<file path="src/common/lambda_pkg.sv">
//////////////////////////////////////////////////////////////////////
// Q8.8 fixed point throughout; slice table only covers softplus on [-4,4)
// Latency constants must match the stage counts in the RTL
//////////////////////////////////////////////////////////////////////
`default_nettype none

package lambda_pkg;

    localparam int FRAC_BITS    = 8;
    localparam int SOFTPLUS_LAT = 2;
    localparam int SQRT_LAT     = 12;
    // Input reg, softplus, sqrt, multiply, add/output
    localparam int TOTAL_LAT    = 1 + SOFTPLUS_LAT + SQRT_LAT + 1 + 1;

    // AXI4-Lite register map
    localparam int AXIL_ADDR_W = 4;
    localparam logic [AXIL_ADDR_W-1:0] REG_CTRL  = 4'h0;  // bit 0 noise_en
    localparam logic [AXIL_ADDR_W-1:0] REG_SEED  = 4'h4;  // Write reloads the LFSR
    localparam logic [AXIL_ADDR_W-1:0] REG_COUNT = 4'h8;  // Read only

    localparam logic [15:0] LFSR_TAPS = 16'hB400;  // x^16+x^14+x^13+x^11+1

    // Secant lines through softplus at the slice ends, index 0 is [-4,-3)
    localparam logic signed [15:0] SP_SLOPE [8] = '{
        16'sh0008, 16'sh0014, 16'sh0030, 16'sh0061,
        16'sh009F, 16'sh00D0, 16'sh00EC, 16'sh00F8
    };
    localparam logic signed [15:0] SP_ICEPT [8] = '{
        16'sh0024, 16'sh0049, 16'sh0080, 16'sh00B1,
        16'sh00B1, 16'sh0080, 16'sh0049, 16'sh0024
    };

    typedef enum logic [1:0] {
        IDLE,
        WRITE_RESP,
        READ_DATA
    } axil_state_e;

    typedef enum logic [1:0] {
        OKAY   = 2'b00,
        SLVERR = 2'b10
    } resp_e;

endpackage

`default_nettype wire

</file>
<file path="src/hdl/lambda_ctrl_regs.sv">
//////////////////////////////////////////////////////////////////////
// Master must present awvalid and wvalid together; write wins a tie
// REG_SEED reads back as written, a stored 0 drives RESET_SEED out
//////////////////////////////////////////////////////////////////////
`timescale 1ns/1ps
`default_nettype none

module lambda_ctrl_regs #(
    parameter logic [15:0] RESET_SEED = 16'hACE1
) (
    input  wire                               clk,
    input  wire                               reset,
    input  wire [lambda_pkg::AXIL_ADDR_W-1:0] s_axil_awaddr,
    input  wire                               s_axil_awvalid,
    output logic                              s_axil_awready,
    input  wire [31:0]                        s_axil_wdata,
    input  wire [3:0]                         s_axil_wstrb,
    input  wire                               s_axil_wvalid,
    output logic                              s_axil_wready,
    output logic [1:0]                        s_axil_bresp,
    output logic                              s_axil_bvalid,
    input  wire                               s_axil_bready,
    input  wire [lambda_pkg::AXIL_ADDR_W-1:0] s_axil_araddr,
    input  wire                               s_axil_arvalid,
    output logic                              s_axil_arready,
    output logic [31:0]                       s_axil_rdata,
    output logic [1:0]                        s_axil_rresp,
    output logic                              s_axil_rvalid,
    input  wire                               s_axil_rready,
    input  wire                               out_valid,
    output logic                              noise_en,
    output logic [15:0]                       seed_value,
    output logic                              seed_load
);
    import lambda_pkg::*;

    axil_state_e state;
    logic        wr_req;
    logic        rd_req;
    logic        wr_ok;
    logic [15:0] seed_q;
    logic [31:0] count_q;
    logic [31:0] rd_word;

    assign wr_req = (state == IDLE) && s_axil_awvalid && s_axil_wvalid;
    assign rd_req = (state == IDLE) && s_axil_arvalid && !wr_req;
    assign wr_ok  = (s_axil_awaddr == REG_CTRL) || (s_axil_awaddr == REG_SEED);

    assign s_axil_awready = (state == IDLE);
    assign s_axil_wready  = (state == IDLE);
    assign s_axil_arready = (state == IDLE) && !(s_axil_awvalid && s_axil_wvalid);
    assign s_axil_bvalid  = (state == WRITE_RESP);
    assign s_axil_rvalid  = (state == READ_DATA);
    assign s_axil_rresp   = OKAY;  // Every read answers, unmapped ones with zero

    assign seed_value = (seed_q == 16'h0) ? RESET_SEED : seed_q;  // Zero would lock the LFSR

    always_comb begin
        case (s_axil_araddr)
            REG_CTRL:  rd_word = {31'b0, noise_en};
            REG_SEED:  rd_word = {16'b0, seed_q};
            REG_COUNT: rd_word = count_q;
            default:   rd_word = '0;
        endcase
    end

    always_ff @(posedge clk) begin
        if (reset) begin
            state     <= IDLE;
            noise_en  <= 1'b0;
            seed_q    <= RESET_SEED;
            seed_load <= 1'b0;
            count_q   <= '0;
        end else begin
            seed_load <= wr_req && (s_axil_awaddr == REG_SEED);
            if (out_valid) begin
                count_q <= count_q + 32'd1;
            end
            case (state)
                IDLE: begin
                    if (wr_req) begin
                        state <= WRITE_RESP;
                        if (s_axil_awaddr == REG_CTRL && s_axil_wstrb[0]) begin
                            noise_en <= s_axil_wdata[0];
                        end
                        if (s_axil_awaddr == REG_SEED) begin
                            if (s_axil_wstrb[0]) seed_q[7:0]  <= s_axil_wdata[7:0];
                            if (s_axil_wstrb[1]) seed_q[15:8] <= s_axil_wdata[15:8];
                        end
                    end else if (rd_req) begin
                        state <= READ_DATA;
                    end
                end
                WRITE_RESP: if (s_axil_bready) state <= IDLE;
                READ_DATA:  if (s_axil_rready) state <= IDLE;
                default:    state <= IDLE;
            endcase
        end
    end

    // Response payload, captured on acceptance
    always_ff @(posedge clk) begin
        if (wr_req) begin
            s_axil_bresp <= wr_ok ? OKAY : SLVERR;  // REG_COUNT and holes reject
        end
        if (rd_req) begin
            s_axil_rdata <= rd_word;
        end
    end

endmodule

`default_nettype wire

</file>
<file path="src/hdl/gauss_lfsr.sv">
//////////////////////////////////////////////////////////////////////
// Uniform noise only, no Gaussian shaping; seed must be nonzero
//////////////////////////////////////////////////////////////////////
`timescale 1ns/1ps
`default_nettype none

module gauss_lfsr #(
    parameter logic [15:0] RESET_SEED = 16'hACE1
) (
    input  wire        clk,
    input  wire        reset,
    input  wire        step,
    input  wire        seed_load,
    input  wire [15:0] seed_value,
    output logic [15:0] eps_raw
);
    import lambda_pkg::*;

    logic [15:0] state_next;

    // Galois form, shift right and fold taps in when bit 0 falls out
    assign state_next = {1'b0, eps_raw[15:1]} ^ (eps_raw[0] ? LFSR_TAPS : 16'h0);

    always_ff @(posedge clk) begin
        if (reset) begin
            eps_raw <= RESET_SEED;
        end else if (seed_load) begin     // Reload beats a step in the same cycle
            eps_raw <= seed_value;
        end else if (step) begin
            eps_raw <= state_next;
        end
    end

endmodule

`default_nettype wire

</file>
<file path="src/reparam/softplus_slices.sv">
//////////////////////////////////////////////////////////////////////
// Q8.8 in and out, two cycles; below -4.0 gives 0, 4.0 and up pass through
//////////////////////////////////////////////////////////////////////
`timescale 1ns/1ps
`default_nettype none

module softplus_slices (
    input  wire        clk,
    input  wire        reset,
    input  wire        in_valid,
    input  wire [15:0] data_in,
    output logic       out_valid,
    output logic [15:0] data_out
);
    import lambda_pkg::*;

    localparam logic signed [15:0] X_LIM = 16'(4 << FRAC_BITS);  // 4.0

    logic signed [15:0] x_in;
    logic               v1_q;
    logic signed [15:0] x_q;
    logic [2:0]         idx_q;
    logic               below_q;
    logic               above_q;
    logic signed [31:0] lin_prod;
    logic signed [31:0] lin_val;

    assign x_in = $signed(data_in);

    always_ff @(posedge clk) begin
        if (reset) begin
            v1_q      <= 1'b0;
            out_valid <= 1'b0;
        end else begin
            v1_q      <= in_valid;
            out_valid <= v1_q;
        end
    end

    // Stage one picks the slice
    always_ff @(posedge clk) begin
        x_q     <= x_in;
        below_q <= (x_in < -X_LIM);
        above_q <= (x_in >= X_LIM);
        idx_q   <= {~data_in[10], data_in[9:8]};  // Integer part plus 4
    end

    assign lin_prod = SP_SLOPE[idx_q] * x_q;
    assign lin_val  = (lin_prod >>> FRAC_BITS) + SP_ICEPT[idx_q];

    // Stage two evaluates the line
    always_ff @(posedge clk) begin
        if (below_q) begin
            data_out <= '0;
        end else if (above_q) begin
            data_out <= x_q;  // softplus(x) ~ x up here
        end else if (lin_val < 0) begin
            data_out <= '0;
        end else begin
            data_out <= lin_val[15:0];
        end
    end

endmodule

`default_nettype wire

</file>
<file path="src/reparam/sqrt_pipe.sv">
//////////////////////////////////////////////////////////////////////
// Floor sqrt of a non-negative Q8.8 value, one result bit per stage
// Result never exceeds 0x0FFF since the input is at most 0x7FFF
//////////////////////////////////////////////////////////////////////
`timescale 1ns/1ps
`default_nettype none

module sqrt_pipe (
    input  wire        clk,
    input  wire        reset,
    input  wire        in_valid,
    input  wire [15:0] data_in,
    output logic       out_valid,
    output logic [15:0] data_out
);
    import lambda_pkg::*;

    localparam int RW = 16 + FRAC_BITS;  // Radicand width

    wire [RW-1:0]       rem_w  [0:SQRT_LAT];
    wire [SQRT_LAT-1:0] root_w [0:SQRT_LAT];
    logic [SQRT_LAT:1]  valid_q;

    // Shift left by FRAC_BITS so the root lands back in Q8.8
    assign rem_w[0]  = {data_in, {FRAC_BITS{1'b0}}};
    assign root_w[0] = '0;

    for (genvar s = 0; s < SQRT_LAT; s++) begin : g_stage
        localparam int B = SQRT_LAT - 1 - s;  // Result bit settled here

        logic [RW+1:0]       delta;
        logic [RW-1:0]       rem_q;
        logic [SQRT_LAT-1:0] root_q;

        // (root + 2^B)^2 - root^2
        assign delta = ({{(RW+2-SQRT_LAT){1'b0}}, root_w[s]} << (B + 1))
                     + ((RW+2)'(1) << (2 * B));

        always_ff @(posedge clk) begin
            if ({2'b00, rem_w[s]} >= delta) begin
                rem_q  <= rem_w[s] - delta[RW-1:0];
                root_q <= root_w[s] | (SQRT_LAT'(1) << B);
            end else begin
                rem_q  <= rem_w[s];
                root_q <= root_w[s];
            end
        end

        assign rem_w[s+1]  = rem_q;
        assign root_w[s+1] = root_q;
    end

    always_ff @(posedge clk) begin
        if (reset) begin
            valid_q <= '0;
        end else begin
            valid_q <= {valid_q[SQRT_LAT-1:1], in_valid};
        end
    end

    assign out_valid = valid_q[SQRT_LAT];
    assign data_out  = {{(16-SQRT_LAT){1'b0}}, root_w[SQRT_LAT]};

endmodule

`default_nettype wire

</file>
<file path="src/reparam/reparam_core.sv">
//////////////////////////////////////////////////////////////////////
// Expects mean one cycle before the LFSR step lands; sigma 14 cycles later
// Output saturates to signed Q8.8, two cycles after sigma
//////////////////////////////////////////////////////////////////////
`timescale 1ns/1ps
`default_nettype none

module reparam_core (
    input  wire        clk,
    input  wire        reset,
    input  wire        in_valid,
    input  wire [15:0] mean_in,
    input  wire [15:0] eps_raw,
    input  wire        noise_en,
    input  wire        sig_valid,
    input  wire [15:0] sigma,
    output logic       out_valid,
    output logic [15:0] out_lambda
);
    import lambda_pkg::*;

    // Mean is consumed at the add, eps at the multiply one cycle earlier
    localparam int MEAN_DEPTH = 1 + SOFTPLUS_LAT + SQRT_LAT;
    localparam int EPS_DEPTH  = SOFTPLUS_LAT + SQRT_LAT - 1;  // Enters a cycle late too
    localparam int EPS_SHIFT  = 5;                            // eps in [-4,4)
    localparam logic signed [32:0] SAT_MAX = 33'sd32767;
    localparam logic signed [32:0] SAT_MIN = -33'sd32768;

    logic [15:0]        mean_dly [MEAN_DEPTH];
    logic signed [15:0] eps_dly  [EPS_DEPTH];
    logic               eps_take_q;
    logic signed [15:0] eps_scaled;
    logic signed [31:0] prod_q;
    logic               prod_valid_q;
    logic signed [32:0] sum;
    logic [15:0]        lambda_sat;

    assign eps_scaled = $signed(eps_raw) >>> EPS_SHIFT;

    always_ff @(posedge clk) begin
        if (reset) begin
            eps_take_q   <= 1'b0;
            prod_valid_q <= 1'b0;
            out_valid    <= 1'b0;
        end else begin
            eps_take_q   <= in_valid;  // LFSR holds the new state now
            prod_valid_q <= sig_valid;
            out_valid    <= prod_valid_q;
        end
    end

    assign sum = $signed(mean_dly[MEAN_DEPTH-1]) + prod_q;

    always_comb begin
        if (sum > SAT_MAX) begin
            lambda_sat = 16'h7FFF;
        end else if (sum < SAT_MIN) begin
            lambda_sat = 16'h8000;
        end else begin
            lambda_sat = sum[15:0];
        end
    end

    always_ff @(posedge clk) begin
        mean_dly[0] <= mean_in;
        eps_dly[0]  <= (eps_take_q && noise_en) ? eps_scaled : '0;
        for (int i = 1; i < MEAN_DEPTH; i++) begin
            mean_dly[i] <= mean_dly[i-1];
        end
        for (int i = 1; i < EPS_DEPTH; i++) begin
            eps_dly[i] <= eps_dly[i-1];
        end
        prod_q     <= ($signed({1'b0, sigma}) * eps_dly[EPS_DEPTH-1]) >>> FRAC_BITS;
        out_lambda <= lambda_sat;
    end

endmodule

`default_nettype wire

</file>
<file path="src/hdl/lambda_layer_top.sv">
//////////////////////////////////////////////////////////////////////
// Valid-only sample stream, no back-pressure; AXI4-Lite for config only
// out_valid follows a sampled in_valid by TOTAL_LAT cycles
//////////////////////////////////////////////////////////////////////
`timescale 1ns/1ps
`default_nettype none

module lambda_layer_top #(
    parameter logic [15:0] RESET_SEED = 16'hACE1
) (
    input  wire                               clk,
    input  wire                               reset,
    input  wire [lambda_pkg::AXIL_ADDR_W-1:0] s_axil_awaddr,
    input  wire                               s_axil_awvalid,
    output logic                              s_axil_awready,
    input  wire [31:0]                        s_axil_wdata,
    input  wire [3:0]                         s_axil_wstrb,
    input  wire                               s_axil_wvalid,
    output logic                              s_axil_wready,
    output logic [1:0]                        s_axil_bresp,
    output logic                              s_axil_bvalid,
    input  wire                               s_axil_bready,
    input  wire [lambda_pkg::AXIL_ADDR_W-1:0] s_axil_araddr,
    input  wire                               s_axil_arvalid,
    output logic                              s_axil_arready,
    output logic [31:0]                       s_axil_rdata,
    output logic [1:0]                        s_axil_rresp,
    output logic                              s_axil_rvalid,
    input  wire                               s_axil_rready,
    input  wire                               in_valid,
    input  wire [15:0]                        in_mean,
    input  wire [15:0]                        in_var,
    output logic                              out_valid,
    output logic [15:0]                       out_lambda
);

    logic        in_valid_q;
    logic [15:0] mean_q;
    logic [15:0] var_q;
    logic        noise_en;
    logic [15:0] seed_value;
    logic        seed_load;
    logic [15:0] eps_raw;
    logic        sp_valid;
    logic [15:0] sp_data;
    logic        sig_valid;
    logic [15:0] sigma;

    // Input sample register
    always_ff @(posedge clk) begin
        if (reset) begin
            in_valid_q <= 1'b0;
        end else begin
            in_valid_q <= in_valid;
        end
    end

    always_ff @(posedge clk) begin
        mean_q <= in_mean;
        var_q  <= in_var;
    end

    lambda_ctrl_regs #(.RESET_SEED(RESET_SEED)) i_ctrl_regs (
        .clk(clk), .reset(reset),
        .s_axil_awaddr(s_axil_awaddr), .s_axil_awvalid(s_axil_awvalid),
        .s_axil_awready(s_axil_awready),
        .s_axil_wdata(s_axil_wdata), .s_axil_wstrb(s_axil_wstrb),
        .s_axil_wvalid(s_axil_wvalid), .s_axil_wready(s_axil_wready),
        .s_axil_bresp(s_axil_bresp), .s_axil_bvalid(s_axil_bvalid),
        .s_axil_bready(s_axil_bready),
        .s_axil_araddr(s_axil_araddr), .s_axil_arvalid(s_axil_arvalid),
        .s_axil_arready(s_axil_arready),
        .s_axil_rdata(s_axil_rdata), .s_axil_rresp(s_axil_rresp),
        .s_axil_rvalid(s_axil_rvalid), .s_axil_rready(s_axil_rready),
        .out_valid(out_valid), .noise_en(noise_en),
        .seed_value(seed_value), .seed_load(seed_load)
    );

    gauss_lfsr #(.RESET_SEED(RESET_SEED)) i_lfsr (
        .clk(clk), .reset(reset), .step(in_valid_q),  // One step per sample
        .seed_load(seed_load), .seed_value(seed_value), .eps_raw(eps_raw)
    );

    softplus_slices i_softplus (
        .clk(clk), .reset(reset), .in_valid(in_valid_q), .data_in(var_q),
        .out_valid(sp_valid), .data_out(sp_data)
    );

    sqrt_pipe i_sqrt (
        .clk(clk), .reset(reset), .in_valid(sp_valid), .data_in(sp_data),
        .out_valid(sig_valid), .data_out(sigma)
    );

    reparam_core i_core (
        .clk(clk), .reset(reset), .in_valid(in_valid_q), .mean_in(mean_q),
        .eps_raw(eps_raw), .noise_en(noise_en), .sig_valid(sig_valid), .sigma(sigma),
        .out_valid(out_valid), .out_lambda(out_lambda)
    );

endmodule

`default_nettype wire

</file>
<file path="config.mk">
export PLATFORM = sky130hd
export DESIGN_NAME = lambda_layer_top
export DESIGN_NICKNAME = d
export VERILOG_FILES = /design/src/common/lambda_pkg.sv /design/src/hdl/lambda_ctrl_regs.sv /design/src/hdl/gauss_lfsr.sv /design/src/reparam/softplus_slices.sv /design/src/reparam/sqrt_pipe.sv /design/src/reparam/reparam_core.sv /design/src/hdl/lambda_layer_top.sv
export SDC_FILE = /design/constraint.sdc
export NUM_CORES = 2
export LEC_CHECK = 0
export ABC_CLOCK_PERIOD_IN_PS = 8400
export BUFFER_PORTS_ARGS = -buffer_cell sky130_fd_sc_hd__buf_4
export CAP_MARGIN = 20
export CORE_MARGIN = 2
export CORE_UTILIZATION = 50
export CTS_BUF_LIST = sky130_fd_sc_hd__clkbuf_8
export DETAILED_ROUTE_END_ITERATION = 12
export PLACE_DENSITY = 0.71
export SLEW_MARGIN = 20
export SYNTH_ARGS = -nofsm -noshare
export SYNTH_HDL_FRONTEND = slang
export SYNTH_SLANG_ARGS = --single-unit
export TNS_END_PERCENT = 20
</file>
<file path="constraint.sdc">
create_clock -name clk -period 8.4 [get_ports clk]
set_clock_uncertainty 0.05 [all_clocks]
set_input_delay 1.68 -clock clk [delete_from_list [all_inputs] [get_ports clk]]
set_output_delay 1.68 -clock clk [all_outputs]
set_load 0.1 [all_outputs]
</file>
==> impl_metrics.yaml <==
critical_path:
  cp_common_cell: "inv_1"
  cp.required_ns: 9.04
  critPathMaxFanout: 12
  cp-end-kind: "register"
  worstSetupPathType: "reg -> reg"
  start_kind: "register"
  cpMaxStageDelayCell: "fa_1"
  arrival_ns: 8.54
  critPathMaxStageDelay_ns: 0.54
power:
  seqPwrFrac: 0.388
  switchingPower_uw: 4660
  clockPowerShare: 0.259
  p_int_uw: 8700
  sw_frac_of_total: 0.349
  p_per_area_nw_per_um2: 318
  peakVddDrop_mv: 0.209
  combPwrFrac: 0.353
  p_total_uw: 13400
  p_leak_uw: 0.0198
timing:
  setup_tns_ns: 0
  drv_slew: 0
  setup_viol_count_final: 0
  setup_ws_ns: 0.502
  period_share: 0.940
  relSlewSlack: 0.309
  hold_viol: 0
  final.min_clock_period_ns: 7.90
  rsz0062_at_grt: "no"
  worst_pin_slew_ns: 1.03
  fmax_mhz: 127
detailed_routing:
  drt_pass1_iterations: 5
  wl_um: 63400
  drt_iter0_markers: 969
  wl_per_cell_um: 13.4
  drcViolationCount: 0
  vias_per_cell: 4.90
  drtAntennaViolNets: 0
  vias: 23100
placed_design:
  placed_area_um2: 39200
  hpwl_um: 46800
  dp_slack_ns: 0.472
  port_buffers: 120
  dp.cells: 4471
  gp_congestion: 0.853
cells_and_area:
  drive_above_1_share: 0.110
  layout_common_cells: "dfxtp_1, inv_1, ha_1"
  syn_to_final_growth_pct: 12.8
  layout.nets: 4232
  layout_commonest_cell: "dfxtp_1"
  final_cell_count_no_fill: 4711
  finalInstanceArea_um2: 42000
clock_tree:
  htreeDepth: 4
  clockRootBuffer: "clkbuf_8"
  cts_max_path_buffers: 3
  clk_pin_slew_ns: 0.07
  cts_sinks: 868
  clock_latency_ns: 0.78
  cts_tree: "done"
  hold_buffers: 0
  numCtsBuffers: 134
floorplan:
  die_x_um: 277
  die_area_um2: 76600
  start_util: 0.503
  ios: 142
  die_y_um: 277
  core_um2: 74100
  rows: 100
min_path:
  hold_path_class: "reg -> reg"
synthesis:
  ys_types: 95
  seq_area_frac_synth: 0.476
  yosys-top-cells-area: "dfxtp_1, fa_1, ha_1"
  synthFlopType: "dfxtp_1"
  synth.top_cell.area_share: 0.449
  async_flop_share: 0
  synth-seq-cells: 868
  postSynthCellCount: 3438
  synthesis.area_um2: 37200
  syn_avg_cell_area_um2: 10.8
  synth_edf_count: 33
  ys_warn_count: 0
  yosys.area.top_type: "dfxtp_1"
status:
  status: "finished, final reports clean"
grt:
  grt_pass1_wl_um: 109000
  grt.total_usage: 0.172
  antenna_found_initial: 2
  grt.overflow.total: 0
  grt_pass1_vias: 23800
  grt_max_degree: 86
job:
  maxCapViolations: 0
==> power by group through the flow <==
stage / clock network (uW) / logic, uW / registers, uW
2_1_floorplan: 0 / 3730 / 5230
3_3_place_gp: 0 / 4600 / 5260
3_5_place_dp: 0 / 4660 / 5270
4_1_cts: 3580 / 4710 / 5190
5_1_grt: 3760 / 5360 / 5260
6_report: 3460 / 4720 / 5190
==> registers in the layout, indices dropped and copies added, names as in the netlist, 21 cells and up <==
signal / count
i_sqrt.g_stage.root_q: 78
i_core.eps_dly: 143
i_ctrl_regs.s_axil_rdata: 32
i_core.mean_dly: 240
i_core.prod_q: 21
i_sqrt.g_stage.rem_q: 185
i_ctrl_regs.count_q: 32
==> worst paths after layout <==
| check | cells past startpoint | to | startpoint | slack, ns |
|---|---|---|---|---|
| hold / removal | 0 | i_core.mean_dly[1][90] | i_core.mean_dly[1][74] | 0.25 |
| setup reg to reg | 32 | i_softplus.data_out[7] | i_softplus.x_q[9] | 0.50 |
| hold reg to reg | 0 | i_core.mean_dly[1][90] | i_core.mean_dly[1][74] | 0.25 |
| setup / recovery | 32 | i_softplus.data_out[7] | i_softplus.x_q[9] | 0.50 |
==> final cells by class <==
class | count | area [um2]
inverters | 431 | 1620
diodes | 3 | 7.51
fillers | 6333 | 32100
clock inverters | 79 | 576
repair buffers | 150 | 1130
well taps | 969 | 1210
flip-flops and latches | 868 | 17700
multi-input cells | 2054 | 17600
clock buffers | 157 | 2160
==> critical path: cells and delay by family (launching register included) <==
| family | cells | cell delay [ns] |
|---|---|---|
| compound gates | 6 | 0.88 |
| xor+xnor | 1 | 0.16 |
| fa+ha+maj | 9 | 3.88 |
| buf+inv | 10 | 1.19 |
| flops | 1 | 0.38 |
| simple gates | 6 | 1.26 |
==> metal layers <==
| layer | track usage | routed length [um] |
|---|---|---|
| met3 | 0.0343 | 2420 |
| met4 | 0.0846 | 2340 |
| met1 | 0.201 | 27500 |
| met5 | 0 | 0 |
| met2 | 0.300 | 31100 |
==> Yosys cell counts, drive strengths merged (28+ instances only) <==
| master | instances |
|---|---|
| dfxtp | 835 |
| inv | 431 |
| ha | 293 |
| fa | 216 |
| nand2 | 213 |
| nor2 | 186 |
| and2 | 155 |
| a21oi | 120 |
| o21ai | 116 |
| xnor2 | 88 |
| xor2 | 80 |
| clkbuf | 66 |
| nor3 | 43 |
| and3 | 39 |
| a21o | 38 |
| nand3 | 38 |
| nor2b | 38 |
| edfxtp | 33 |
| nor4 | 29 |
| o21a | 29 |
| a22o | 28 |
==> kinds of logic (layout without fill, tap and decap cells) <==
| kind of cell | Yosys count | after routing | synth area share |
|---|---|---|---|
| and+or+nand+nor | 855 | 855 | 0.118 |
| xor gates and xnor gates | 168 | 168 | 0.0402 |
| AOI/OAI and AO/OA | 468 | 468 | 0.0831 |
| muxes | 51 | 51 | 0.0146 |
| adders and majority gates | 509 | 509 | 0.215 |
| other | 1 | 6 | 0.000101 |
| DFF | 868 | 868 | 0.476 |
| buffers and inverters | 518 | 817 | 0.0540 |
==> stage by stage <==
step	util	hold slack [ns]
after CTS	0.566	0.251
after global placement	0.529	0.260
after global routing	0.567	0.250
after detailed placement	0.529	0.262
after floorplan	-	0.260
final	0.567	0.250
==> repair_timing <==
| item | in CTS | in global routing |
|---|---|---|
| resized for setup | 0 | 10 |
| buffers inserted | 0 | 1 |
| endpoints found under the setup margin | 0 | 12 |
Note: power is estimated with default switching activity, not from simulation.
